### src/logic/cpu6502_defs.svh
`ifndef CPU6502_DEFS_SVH
`define CPU6502_DEFS_SVH

// Highest control flag index
`define NUMFLAGS 40

`define DATA_W 8

// Program counter after reset
`define PC_RESET 16'h0200

// LDA opcodes per addressing mode
`define OP_LDA_ZPG 8'hA5
`define OP_LDA_ABS 8'hAD
`define OP_LDA_ABSX 8'hBD

`endif

### src/logic/ctrlPkg.sv
`default_nettype none
`include "cpu6502_defs.svh"

package ctrlPkg;

    typedef enum logic [5:0] {
        setAdhLow,
        setAdlToData,
        loadAbl,
        loadAbh,
        pcInc,
        setAdlToPcl,
        setAdhToPch,
        setDbToData,
        setInputBToDb,
        setSbToDb,
        setAdlToAlu,
        setAdhToSb,
        setInputAToSb,
        setSbToX,
        setSbToAlu,
        aluAdd
    } flagIdxE;

    typedef logic [`NUMFLAGS:0] ctrlFlagsT;

    // Timing states, IDLE parks the counter
    typedef enum logic [3:0] {
        A0 = 4'd0,
        A1 = 4'd1,
        A2 = 4'd2,
        A3 = 4'd3,
        A4 = 4'd4,
        A5 = 4'd5,
        IDLE = 4'hF
    } tStateE;

    typedef enum logic [1:0] {ZPG, ABS, ABSX, NONE} addrModeE;

endpackage

`default_nettype wire

### src/logic/busPkg.sv
`default_nettype none
`include "cpu6502_defs.svh"

package busPkg;

    // Effective address as seen on the pins
    typedef struct packed {
        logic [`DATA_W-1:0] abh;
        logic [`DATA_W-1:0] abl;
    } addrBusT;

    // X register load request
    typedef struct packed {
        logic               valid;
        logic [`DATA_W-1:0] value;
    } xLoadT;

endpackage

`default_nettype wire

### src/logic/addrModeFlags.sv
`timescale 1ns/10ps
`default_nettype none
`include "cpu6502_defs.svh"

module zeroPageFlags
    import ctrlPkg::*;
(
    input  tStateE    state,
    output ctrlFlagsT flags
);

    always_comb begin
        flags = '0;
        case (state)
            A0: begin
                // Page zero, operand is the low byte
                flags[setAdhLow] = 1'b1;
                flags[setAdlToData] = 1'b1;
                flags[loadAbl] = 1'b1;
                flags[loadAbh] = 1'b1;
                flags[pcInc] = 1'b1;
            end
            default: ;
        endcase
    end

endmodule

module absoluteFlags
    import ctrlPkg::*;
(
    input  tStateE    state,
    output ctrlFlagsT flags
);

    always_comb begin
        flags = '0;
        case (state)
            A0: begin
                // Address bus follows PC for the operand fetch
                flags[pcInc] = 1'b1;
                flags[setAdlToPcl] = 1'b1;
                flags[setAdhToPch] = 1'b1;
                flags[loadAbl] = 1'b1;
                flags[loadAbh] = 1'b1;
                // Low operand parked in the ALU
                flags[setDbToData] = 1'b1;
                flags[setInputBToDb] = 1'b1;
            end
            A1: begin
                flags[pcInc] = 1'b1;
                flags[setAdlToAlu] = 1'b1;
                flags[loadAbl] = 1'b1;
                // High operand via DB and SB
                flags[setDbToData] = 1'b1;
                flags[setSbToDb] = 1'b1;
                flags[setAdhToSb] = 1'b1;
                flags[loadAbh] = 1'b1;
            end
            default: ;
        endcase
    end

endmodule

module absoluteXFlags
    import ctrlPkg::*;
(
    input  tStateE    state,
    output ctrlFlagsT flags
);

    always_comb begin
        flags = '0;
        case (state)
            A0: begin
                flags[pcInc] = 1'b1;
                flags[setAdlToPcl] = 1'b1;
                flags[setAdhToPch] = 1'b1;
                flags[loadAbl] = 1'b1;
                flags[loadAbh] = 1'b1;
                // Low operand plus X
                flags[aluAdd] = 1'b1;
                flags[setDbToData] = 1'b1;
                flags[setInputBToDb] = 1'b1;
                flags[setSbToX] = 1'b1;
                flags[setInputAToSb] = 1'b1;
            end
            A1: begin
                flags[pcInc] = 1'b1;
                flags[setAdlToAlu] = 1'b1;
                flags[loadAbl] = 1'b1;
                // High operand plus carry, A side sees an idle SB
                flags[aluAdd] = 1'b1;
                flags[setDbToData] = 1'b1;
                flags[setInputBToDb] = 1'b1;
                flags[setInputAToSb] = 1'b1;
            end
            A2: begin
                flags[setSbToAlu] = 1'b1;
                flags[setAdhToSb] = 1'b1;
                flags[loadAbh] = 1'b1;
            end
            default: ;
        endcase
    end

endmodule

`default_nettype wire

### src/logic/timingControl.sv
`timescale 1ns/10ps
`default_nettype none
`include "cpu6502_defs.svh"

module timingControl
    import ctrlPkg::*;
(
    input  logic               clk,
    input  logic               rstN,
    input  logic               opValid,
    input  logic [`DATA_W-1:0] opCode,
    output ctrlFlagsT          flags,
    output logic               busy,
    output logic               addrValid
);

    tStateE    state;
    tStateE    lastState;
    addrModeE  mode;
    addrModeE  opMode;
    ctrlFlagsT zpgFlags;
    ctrlFlagsT absFlags;
    ctrlFlagsT absXFlags;

    zeroPageFlags uZpg (.state(state), .flags(zpgFlags));
    absoluteFlags uAbs (.state(state), .flags(absFlags));
    absoluteXFlags uAbsX (.state(state), .flags(absXFlags));

    always_comb begin
        case (opCode)
            `OP_LDA_ZPG:  opMode = ZPG;
            `OP_LDA_ABS:  opMode = ABS;
            `OP_LDA_ABSX: opMode = ABSX;
            default:      opMode = NONE;
        endcase
    end

    always_comb begin
        case (mode)
            ABS:     lastState = A1;
            ABSX:    lastState = A2;
            default: lastState = A0;
        endcase
    end

    always_comb begin
        case (mode)
            ZPG:     flags = zpgFlags;
            ABS:     flags = absFlags;
            ABSX:    flags = absXFlags;
            default: flags = '0;
        endcase
    end

    assign busy = (state != IDLE);

    always_ff @(posedge clk) begin
        if (!rstN) begin
            state <= IDLE;
            mode <= NONE;
            addrValid <= 1'b0;
        end else begin
            addrValid <= 1'b0;
            if (state == IDLE) begin
                // Unsupported opcodes stay idle
                if (opValid) begin
                    mode <= opMode;
                    if (opMode != NONE) state <= A0;
                end
            end else if (state == lastState) begin
                state <= IDLE;
                addrValid <= 1'b1;
            end else begin
                state <= tStateE'(state + 4'd1);
            end
        end
    end

    validAfterBusy: assert property (@(posedge clk) disable iff (!rstN)
        addrValid |-> !busy)
        else $error("addrValid raised during a busy sequence");

    stateInRange: assert property (@(posedge clk) disable iff (!rstN)
        busy |-> (state <= lastState))
        else $error("timing state ran past the last state of its mode");

endmodule

`default_nettype wire

### src/logic/addressPath.sv
`timescale 1ns/10ps
`default_nettype none
`include "cpu6502_defs.svh"

module addressPath
    import ctrlPkg::*;
    import busPkg::*;
(
    input  logic                 clk,
    input  logic                 rstN,
    input  ctrlFlagsT            flags,
    input  logic [`DATA_W-1:0]   dataIn,
    input  xLoadT                xLoad,
    output addrBusT              addrBus,
    output logic [2*`DATA_W-1:0] pc
);

    logic [`DATA_W-1:0] xReg;
    logic [`DATA_W-1:0] aluA;
    logic [`DATA_W-1:0] aluB;
    logic [`DATA_W-1:0] aluRes;
    logic [`DATA_W-1:0] aEff;
    logic [`DATA_W-1:0] bEff;
    logic [`DATA_W-1:0] db;
    logic [`DATA_W-1:0] sb;
    logic [`DATA_W-1:0] adl;
    logic [`DATA_W-1:0] adh;
    logic [`DATA_W:0]   sum;
    logic               carry;

    // Undriven internal buses read as zero
    assign db = flags[setDbToData] ? dataIn : '0;

    always_comb begin
        if (flags[setSbToX]) sb = xReg;
        else if (flags[setSbToAlu]) sb = aluRes;
        else if (flags[setSbToDb]) sb = db;
        else sb = '0;
    end

    always_comb begin
        if (flags[setAdlToData]) adl = dataIn;
        else if (flags[setAdlToAlu]) adl = aluRes;
        else if (flags[setAdlToPcl]) adl = pc[`DATA_W-1:0];
        else adl = '0;
    end

    always_comb begin
        if (flags[setAdhLow]) adh = '0;
        else if (flags[setAdhToSb]) adh = sb;
        else if (flags[setAdhToPch]) adh = pc[2*`DATA_W-1:`DATA_W];
        else adh = '0;
    end

    // ALU sees this cycle's bus values when its inputs are loaded
    assign aEff = flags[setInputAToSb] ? sb : aluA;
    assign bEff = flags[setInputBToDb] ? db : aluB;
    assign sum = {1'b0, aEff} + {1'b0, bEff} + {{`DATA_W{1'b0}}, carry};

    always_ff @(posedge clk) begin
        if (!rstN) pc <= `PC_RESET;
        else if (flags[pcInc]) pc <= pc + 1'b1;
    end

    always_ff @(posedge clk) begin
        if (!rstN) begin
            addrBus <= '0;
        end else begin
            if (flags[loadAbl]) addrBus.abl <= adl;
            if (flags[loadAbh]) addrBus.abh <= adh;
        end
    end

    always_ff @(posedge clk) begin
        if (xLoad.valid) xReg <= xLoad.value;
        if (flags[setInputAToSb]) aluA <= sb;
        if (flags[setInputBToDb]) aluB <= db;
        // Without an add the ALU passes B through
        if (flags[aluAdd]) aluRes <= sum[`DATA_W-1:0];
        else if (flags[setInputBToDb]) aluRes <= bEff;
    end

    // Carry only survives between back-to-back adds
    always_ff @(posedge clk) begin
        if (!rstN) carry <= 1'b0;
        else if (flags[aluAdd]) carry <= sum[`DATA_W];
        else carry <= 1'b0;
    end

    ablHasSource: assert property (@(posedge clk) disable iff (!rstN)
        flags[loadAbl] |->
            (flags[setAdlToData] || flags[setAdlToAlu] || flags[setAdlToPcl]))
        else $error("ABL loaded with no ADL source selected");

endmodule

`default_nettype wire

### src/logic/addrGenTop.sv
`timescale 1ns/10ps
`default_nettype none
`include "cpu6502_defs.svh"

module addrGenTop
    import ctrlPkg::*;
    import busPkg::*;
(
    input  logic                 clk,
    input  logic                 rstN,
    input  logic                 opValid,
    input  logic [`DATA_W-1:0]   opCode,
    input  logic [`DATA_W-1:0]   dataIn,
    input  xLoadT                xLoad,
    output addrBusT              addrBus,
    output logic                 addrValid,
    output logic [2*`DATA_W-1:0] pc,
    output logic                 busy
);

    ctrlFlagsT flags;

    timingControl uCtrl (
        .clk(clk),
        .rstN(rstN),
        .opValid(opValid),
        .opCode(opCode),
        .flags(flags),
        .busy(busy),
        .addrValid(addrValid)
    );

    addressPath uPath (
        .clk(clk),
        .rstN(rstN),
        .flags(flags),
        .dataIn(dataIn),
        .xLoad(xLoad),
        .addrBus(addrBus),
        .pc(pc)
    );

endmodule

`default_nettype wire

### config.mk
export PLATFORM = sky130hd
export DESIGN_NAME = addrGenTop
export DESIGN_NICKNAME = d
export VERILOG_FILES = /design/src/logic/ctrlPkg.sv /design/src/logic/busPkg.sv /design/src/logic/addrModeFlags.sv /design/src/logic/timingControl.sv /design/src/logic/addressPath.sv /design/src/logic/addrGenTop.sv
export VERILOG_INCLUDE_DIRS = /design/src /design/src/logic
export SDC_FILE = /design/constraint.sdc
export NUM_CORES = 1
export LEC_CHECK = 0
export BUFFER_PORTS_ARGS = -buffer_cell sky130_fd_sc_hd__buf_4
export CAP_MARGIN = 20
export CORE_MARGIN = 10
export CORE_UTILIZATION = 54
export CTS_CLUSTER_DIAMETER = 80
export DETAILED_ROUTE_END_ITERATION = 8
export PLACE_DENSITY = 0.76
export SETUP_SLACK_MARGIN = 0.2
export SYNTH_ARGS = -nofsm -noshare
export SYNTH_HDL_FRONTEND = slang
export SYNTH_SLANG_ARGS = --single-unit
### constraint.sdc
create_clock -name clk -period 9.7 [get_ports clk]
set_input_delay 0.485 -clock clk [delete_from_list [all_inputs] [get_ports clk]]
set_output_delay 0.485 -clock clk [all_outputs]
set_load 0.03 [all_outputs]
Yosys cells after proc, flatten, opt, wreduce, memory -nomap -nowiden --
Cells that the tools add are included.
Operators by class: add/subtract/negate cells 4, equal/unequal tests 13, mux-type cells 32, reductions and logical operators 9, bitwise logic cells 1
Operators with widths (number):
- $mux 8 | 14
- $pmux 16 s3 | 1
- $eq 8x8->1 const B | 3
- $add 16x1->16 const B | 1
- $mux 4 | 4
- $add 8x8->9 | 1
- $add 9x1->9 | 1
- $mux 1 | 6
- $mux 3 | 2
- $ne 2x2->1 const B | 3
- $pmux 2 s3 | 1
- $reduce_and 2->1 | 3
- $reduce_or 2->1 | 3
- $mux 5 | 1
- $add 4x1->4 const B | 1
- $eq 4x1->1 const B | 1
- $eq 4x2->1 | 1
- $eq 4x2->1 const B | 1
- $eq 4x4->1 const B | 1
- $logic_not 4->1 | 1
- $mux 2 | 2
- $ne 4x4->1 const B | 1
- $pmux 2 s2 | 1
- $eq 2x1->1 const B | 1
- other kinds (4) | 4
Word-level totals: word-level logic and storage cells 70, output and inout port bits 34, bits in registers 72, bits of input ports 28

Longest topological paths before layout --
Gate-level depths: netlist of the first run.
word-level depth 12, mapped depth 16, gate-level depth less buffers 14

Modules after synthesis --
Synthesis of the first run repeated with hierarchy kept, for this count alone.
Unflattened totals: cell total of the unflattened synthesis 659, area total of the unflattened synthesis 5525.3 µm²
Modules (own cells, without submodules):
- addressPath | seq. area each 1461.4 µm², area each 3338.2 µm², cells an instance 346, times used 1
- timingControl | seq. area each 140.1 µm², area each 1241.2 µm², cells an instance 187, times used 1
- absoluteFlags | seq. area each 0.0 µm², area each 321.6 µm², cells an instance 42, times used 1
- zeroPageFlags | seq. area each 0.0 µm², area each 316.6 µm², cells an instance 42, times used 1
- absoluteXFlags | seq. area each 0.0 µm², area each 307.8 µm², cells an instance 42, times used 1

Worst setup path before layout of the first run --
OpenSTA, ideal clock, no wires.
path type reg-to-reg, start point register uCtrl.state[1], end point register uPath.aluRes[6] (data pin), setup time 0.260 ns, arrival time 3.461 ns, period minus slack after synthesis 3.721 ns, data required time 9.440 ns, stages on the path, launching flop included 15, path slack 5.979 ns, buffers on the path 3, path through dfxtp_1 -> clkbuf_1 -> inv_1 -> ha_1 -> buf_1 -> o21ai_2 -> clkbuf_1 -> mux2i_1 -> fa_1 -> fa_1 -> nor2b_1 -> o31ai_1 -> a21oi_1 -> xor2_1 -> mux2_2
Between the ends: longest elaborated chain between the ends 12, elaborated cells on any way between the ends 20, those cells by class add/sub (2); eq/ne (2); mux (14); reduce/logical (2)
RTL lines:
- start, declared | RTL line timingControl.sv:17 | tStateE state;
- start signal, assigned | RTL line timingControl.sv:74 | state <= tStateE'(state + 4'd1);
- $eq 4x1->1 or $logic_not 4->1 (tied branches) | RTL line addrModeFlags.sv:38, addrModeFlags.sv:75
- $reduce_or 2->1 (no source line)
- $mux 2 or $mux 1 (tied branches) | RTL line addrModeFlags.sv:75, addrModeFlags.sv:38
- $pmux 16 s3 * | RTL line timingControl.sv:47 | case (mode)
- $mux 8 | RTL line addressPath.sv:32 | assign db = flags[setDbToData] ? dataIn : '0;
- $mux 8 | RTL line addressPath.sv:37 | else if (flags[setSbToDb]) sb = db;
- $mux 8 | RTL line addressPath.sv:36 | else if (flags[setSbToAlu]) sb = aluRes;
- $mux 8 | RTL line addressPath.sv:35 | if (flags[setSbToX]) sb = xReg;
- $mux 8 | RTL line addressPath.sv:56 | assign aEff = flags[setInputAToSb] ? sb : aluA;
- $add 8x8->9 | RTL line addressPath.sv:58 | assign sum = {1'b0, aEff} + {1'b0, bEff} + {{`DATA_W{1'b0}}, carry};
- $add 9x1->9 | RTL line addressPath.sv:58
- $mux 8 * | RTL line addressPath.sv:79 | if (flags[aluAdd]) aluRes <= sum[`DATA_W-1:0];
- end signal, assigned | RTL line addressPath.sv:79
- end, declared | RTL line addressPath.sv:21 | logic [`DATA_W-1:0] aluRes;
Mark *: on every way between the ends. The rest lies on a longest branch, timed or not. The select of a mux whose other input is x is not followed. A chain may end at the register's enable or synchronous reset.

Worst setup path in the final report of the first run --
Ends and elaborated chain as after synthesis.

==> results of run 1 <==
-- cell usage in the layout (no fill, tap or decap), types with 5 or more instances in the layout --
cell      netlist  layout
a21oi_1        12      12
a31oi_1         8       8
a32oi_1        11      11
and3_1          9       9
buf_4           2      62
clkbuf_8        0       9
dfxtp_1        56      56
edfxtp_1       16      16
ha_1           12      12
inv_1          13      13
mux2_2          8       8
nand2_1        43      43
nand3_1        30      30
nand4_1         6       6
nor2_1         32      32
nor3_1          7       7
nor4_1          6       6
o21a_1          5       5
o21ai_0        29      29
xnor2_1        11      11
xor2_1         12      12
-- per-layer routing --
layer,vias up,track usage
met1,1516,0.211
li1,1560,-
met3,15,0.0594
met2,119,0.309
met4,0,0.0672
met5,-,0
-- logic make-up after synthesis --
group	after synthesis	share of synthesized area
AND/OR/NAND/NOR	156	0.214
AO/OA/AOI/OAI	89	0.168
flip-flops	72	0.438
buffers and inverters	33	0.0376
XOR/XNOR	23	0.0551
adder cells (fa/ha/maj)	14	0.0520
multiplexers	12	0.0356
-- final timing paths --
| check | to | slack [ns] | cells after the start |
|---|---|---|---|
| max | uPath.aluRes[6]$_DFFE_PP_ | 5.33 | 14 |
| min | uPath.xReg[5]$_DFFE_PP_ | 0.31 | 1 |
| max reg2reg | uPath.aluRes[6]$_DFFE_PP_ | 5.33 | 14 |
| min reg2reg | uPath.addrBus[4]$_SDFFE_PN0P_ | 0.46 | 2 |
-- state kept, by name, summed over array words and instances (netlist names) --
name / cells
uCtrl.addrValid: 1
uCtrl.mode: 2
uCtrl.state: 4
uPath.addrBus: 16
uPath.aluA: 8
uPath.aluB: 8
uPath.aluRes: 8
uPath.carry: 1
uPath.pc: 16
uPath.xReg: 8
-- area by class of cell --
class                   instances  area (um2)
clock buffers                   9         124
clock inverters                 7         119
fillers                       522        2080
inverters                      15        56.3
multi-input cells             294        1920
flip-flops and latches         72        1600
well taps                      77        96.3
repair buffers                 62         465
-- stage by stage --
step	instances	utilization	total power, mW	setup WS, ns
after floorplan	399	-	0.426	5.98
after global placement	520	0.641	0.457	5.59
after detailed placement	520	0.641	0.460	5.40
after CTS	536	0.678	0.741	5.37
after global routing	536	0.678	0.768	5.04
final	536	0.678	0.740	5.33
-- power groups by stage --
stage | combinational, mW | sequential (mW) | clock [mW]
after detailed placement | 0.111 | 0.349 | 0
after CTS | 0.111 | 0.343 | 0.287
after floorplan | 0.0945 | 0.331 | 0
after global placement | 0.108 | 0.349 | 0
final | 0.113 | 0.343 | 0.284
after global routing | 0.122 | 0.345 | 0.301
==> flow_summary.yaml, run 1 <==
timing:
  fin_setup_tns_ns: 0
  fin_crit_ns: 4.37
  setup_viol: 0
  fmax_ghz: 0.229
  hold_ws_ns: 0.312
  max_slew.worst_pin.slew_ns: 0.683
  rsz0062_at_grt: "no"
  finalCritPeriodShare: 0.450
  drv_slew: 0
  fin_skew_ns: 0.00754
  slew_headroom: 0.543
  hold_viol_final: 0
pwr:
  power_density_nw_per_um2: 169
  ir_worst_vdd_mv: 0.144
  p_int_mw: 0.530
  power_frac_comb: 0.152
  swShare: 0.284
  p_clk_frac: 0.384
  p_switching_mw: 0.210
  leakage_nw: 1.81
  pwr-share-seq: 0.464
worst_setup_path:
  critPathCaptureType: "register"
  path_cells: "inv_1 -> ha_1 -> nor3b_1 -> a22oi_2 -> inv_2 -> and3_1 -> a21oi_1 -> fa_1 -> fa_1 -> nor2b_1 -> o31ai_1 -> a21oi_1 -> xor2_1 -> mux2_2"
  path_class: "reg -> reg"
  max_stage_delay_ns: 0.50
  r2r-start: "uCtrl.state[1]$_SDFFE_PN1P_"
  required_ns: 9.80
  worstPathBufferInverterCount: 2
  crit_family: "adder cells"
  cp_max_fo: 16
  arrival_ns: 4.47
  cp_slowest_cell: "nor3b_1"
  startpoint: "uCtrl.state[1]$_SDFFE_PN1P_"
  crit_path_start_kind: "register"
hold_path:
  hp-class: "in -> reg"
  worstHoldStart: "xLoad[5]"
synthesis:
  ys_types: 58
  synth_area_leaders: "dfxtp_1 (31%), edfxtp_1 (13%), nand2_1 (4.4%)"
  netlist_instances: 399
  ys_seq_area_frac: 0.438
  syn_avg_cell_area_um2: 9.17
  yosysMostFrequentCell: "dfxtp_1"
  synth-seq-cells: 72
  synth-edff-count: 16
  netlist.area_leader.share: 0.306
  yosys_warnings: 0
  synthFlopType: "dfxtp_1"
  synth_common_cells: "dfxtp_1 (56), nand2_1 (43), nor2_1 (32)"
  async_flop_share: 0
  syn_nets: 441
  syn_area_um2: 3660
  synth_top_cell_by_area: "dfxtp_1"
job:
  cap_violations: 0
place:
  placed_area_um2: 4140
  place_hpwl_um: 7240
  portBuffers: 61
  gp_congestion: 0.852
cells_and_area:
  n_antenna_cell: 0
  layout-area-overhead-vs-synth_pct: 19.8
  finalNetCount: 496
  final_area_um2: 4380
  final_layout_size_suffix_gt1_frac: 0.211
floorplanning:
  start_util: 0.566
  die_y_um: 102
  dieWidth_um: 102
  pin_count: 62
  core_um2: 6460
  dieArea_um2: 10500
  core.rowCount: 29
clock_tree:
  h-tree-depth: 3
  path_clk_slew_ns: 0.08
  ctsHoldBuffers: 0
  cts_tree: "done"
  insertion_delay_ns: 0.34
  clock-sinks: 72
  post-cts-setup-buffers: 0
  ctsResizeCount: 0
  cts.path.max_buffers: 2
  ctsRootBufferMaster: "clkbuf_8"
  numCtsBuffers: 9
routing:
  ant_nets: 0
  drc: 0
  postRouteWirelength_um: 9570
  vias_per_cell: 5.99
  met3_length_um: 666
  wl_met2_um: 4740
  route.vias.total: 3210
  dr.pass1.iters: 5
  wl_per_cell_um: 17.8
  routed.top_layer: "met4"
  route.layer.met1.wl_um: 3960
  drt-initial-drc-count: 248
global_route:
  grt_start_max_net_pins: 28
  grtUsageTotal: 0.183
  grt_pass1_wl_um: 15000
  grt_pass1_vias: 2969
  antenna_found_initial: 0
  gr-total-overflow: 0
run_status:
  status: "completed"
(Power assumes the default switching activity.)
==> inputs of run 2 (changes only) <==
- clock period: 9.7 -> 4.1 ns (I/O delays scaled with it)
==> run 2 against run 1 <==
- count of clock-buffer cells in the layout grew 1
- wire length grew 3.9%
- hold slack lost 0.28 ns
- clock skew is essentially flat
- maximum frequency grew 18%
- die area is the same
- sequential power grew 140%
- critical endpoint unchanged
- largest power group unchanged
==> flow_summary.yaml, run 2 (same netlist as run 1, synthesis figures left out) <==
floorplanning:
  dieArea_um2: 10500
  start_util: 0.566
  dieWidth_um: 102
  core.rowCount: 29
  core_um2: 6460
  pin_count: 62
  die_y_um: 102
clock_tree:
  clock-sinks: 72
  cts.path.max_buffers: 2
  insertion_delay_ns: 0.35
  cts_tree: "done"
  h-tree-depth: 3
  numCtsBuffers: 9
  ctsRootBufferMaster: "clkbuf_8"
  ctsHoldBuffers: 0
  path_clk_slew_ns: 0.08
timing:
  drv_slew: 0
  fin_setup_tns_ns: 0
  finalCritPeriodShare: 0.900
  fin_skew_ns: 0.00783
  hold_viol_final: 0
  hold_ws_ns: 0.0305
  rsz0062_at_grt: "no"
  fmax_ghz: 0.271
  fin_crit_ns: 3.69
  setup_viol: 0
  slew_headroom: 0.513
  setup_slack_ns: 0.408
  max_slew.worst_pin.slew_ns: 0.726
global_route:
  grt_pass1_vias: 3084
  gr-total-overflow: 0
  antenna_found_initial: 0
  grtUsageTotal: 0.191
  grt_start_max_net_pins: 27
  grt_pass1_wl_um: 15600
pwr:
  ir_worst_vdd_mv: 0.226
  leakage_nw: 1.82
  power_mw: 1.59
  pwr-share-seq: 0.515
  power_density_nw_per_um2: 362
  power_frac_comb: 0.174
  p_int_mw: 1.08
  p_switching_mw: 0.509
  swShare: 0.320
  p_clk_frac: 0.311
run_status:
  status: "completed"
place:
  pre_cts_slack_ns: 0.275
  placed_area_um2: 4210
  place_hpwl_um: 7680
  gp_congestion: 0.890
  portBuffers: 61
hold_path:
  hp-class: "in -> reg"
  worstHoldStart: "xLoad[6]"
worst_setup_path:
  cp_max_fo: 12
  path_class: "reg -> reg"
  max_stage_delay_ns: 0.57
  worstPathBufferInverterCount: 0
  crit_family: "simple AND/OR/NAND/NOR gates"
  path_cells: "nor4b_4 -> nand3_1 -> a31oi_1 -> mux2i_1 -> fa_1 -> fa_1 -> nor2b_1 -> o31ai_1 -> a21oi_1 -> xor2_1 -> mux2_2"
  crit_path_start_kind: "register"
  startpoint: "uCtrl.state[2]$_SDFFE_PN1P_"
  r2r_setup_slack_ns: 0.41
  r2r-start: "uCtrl.state[2]$_SDFFE_PN1P_"
  required_ns: 4.20
  cp_slowest_cell: "nor4b_4"
  arrival_ns: 3.79
  critPathCaptureType: "register"
  path_common_cell: "fa_1"
routing:
  wl_per_cell_um: 18.2
  route.vias.total: 3253
  drt-initial-drc-count: 204
  ant_nets: 0
  drc: 0
  dr.pass1.iters: 6
  postRouteWirelength_um: 9940
  vias_per_cell: 5.96
cells_and_area:
  final_cell_mix: "buf_4 (72), dfxtp_1 (54), nand2_1 (43)"
  layout-area-overhead-vs-synth_pct: 20.1
  reg_top3: "uPath.addrBus x16, uPath.pc x16"
  final_area_um2: 4390
  n_fill_cell: 566
  finalNetCount: 506
  n_antenna_cell: 0
  final_layout_size_suffix_gt1_frac: 0.235
  final_common_cell: "buf_4"
job:
  cap_violations: 0
-- run 2: cell types whose count changed in the layout (fill, tap and decap cells not counted), moves of 2 or more --
cell	before	now
buf_4	62	72
bufinv_16	3	0
clkinvlp_4	1	3
dfxtp_1	56	54
dfxtp_2	0	2
-- run 2: power groups by stage --
| stage | Clock, mW | Sequential (mW) | Combinational [mW] |
|---|---|---|---|
| 3_5_place_dp | 0 | 0.827 | 0.272 |
| 6_report | 0.494 | 0.818 | 0.277 |
| 3_3_place_gp | 0 | 0.825 | 0.267 |
| 4_1_cts | 0.500 | 0.811 | 0.272 |
| 5_1_grt | 0.534 | 0.822 | 0.301 |
| 2_1_floorplan | 0 | 0.784 | 0.223 |
-- run 2: worst paths after layout --
| path | endpoint | cells past startpoint |
|---|---|---|
| max | uPath.aluRes[6]$_DFFE_PP_ | 11 |
| min | uPath.xReg[6]$_DFFE_PP_ | 1 |
| max reg2reg | uPath.aluRes[6]$_DFFE_PP_ | 11 |
| min reg2reg | uPath.addrBus[4]$_SDFFE_PN0P_ | 2 |
-- run 2: layer usage --
layer	track usage	routed length, um
met1	0.232	4060
met2	0.320	5030
met3	0.0358	602
met4	0.0889	246
met5	0	0
-- run 2: worst register-to-register path, delay by kind of cell (launching register included) --
family | cells | cell delay, ns
DFF | 1 | 0.50
xor gates and xnor gates | 1 | 0.10
and+or+nand+nor | 3 | 0.92
muxes | 2 | 0.41
adders and majority gates | 2 | 0.87
AOI/OAI and AO/OA | 3 | 0.65
-- run 2: per-stage QoR --
| step | instances | util |
|---|---|---|
| 4_1_cts | 545 | 0.678 |
| 6_report | 546 | 0.680 |
| 3_3_place_gp | 529 | 0.651 |
| 2_1_floorplan | 399 | - |
| 5_1_grt | 546 | 0.680 |
| 3_5_place_dp | 529 | 0.651 |
-- run 2: what timing repair did --
item / CTS / global route
endpoints found under the setup margin: 0 / 5
resized for setup: 0 / 3
setup buffers: 0 / 1
-- run 2: final cells by class --
cell class / instances / area, um2 / share of cell area
multi-input cells: 294 / 1920 / 0.438
flip-flops and latches: 72 / 1600 / 0.365
repair buffers: 72 / 541 / 0.123
clock buffers: 10 / 128 / 0.0290
well taps: 77 / 96.3 / 0.0219
inverters: 15 / 56.3 / 0.0128
clock inverters: 6 / 45.0 / 0.0103
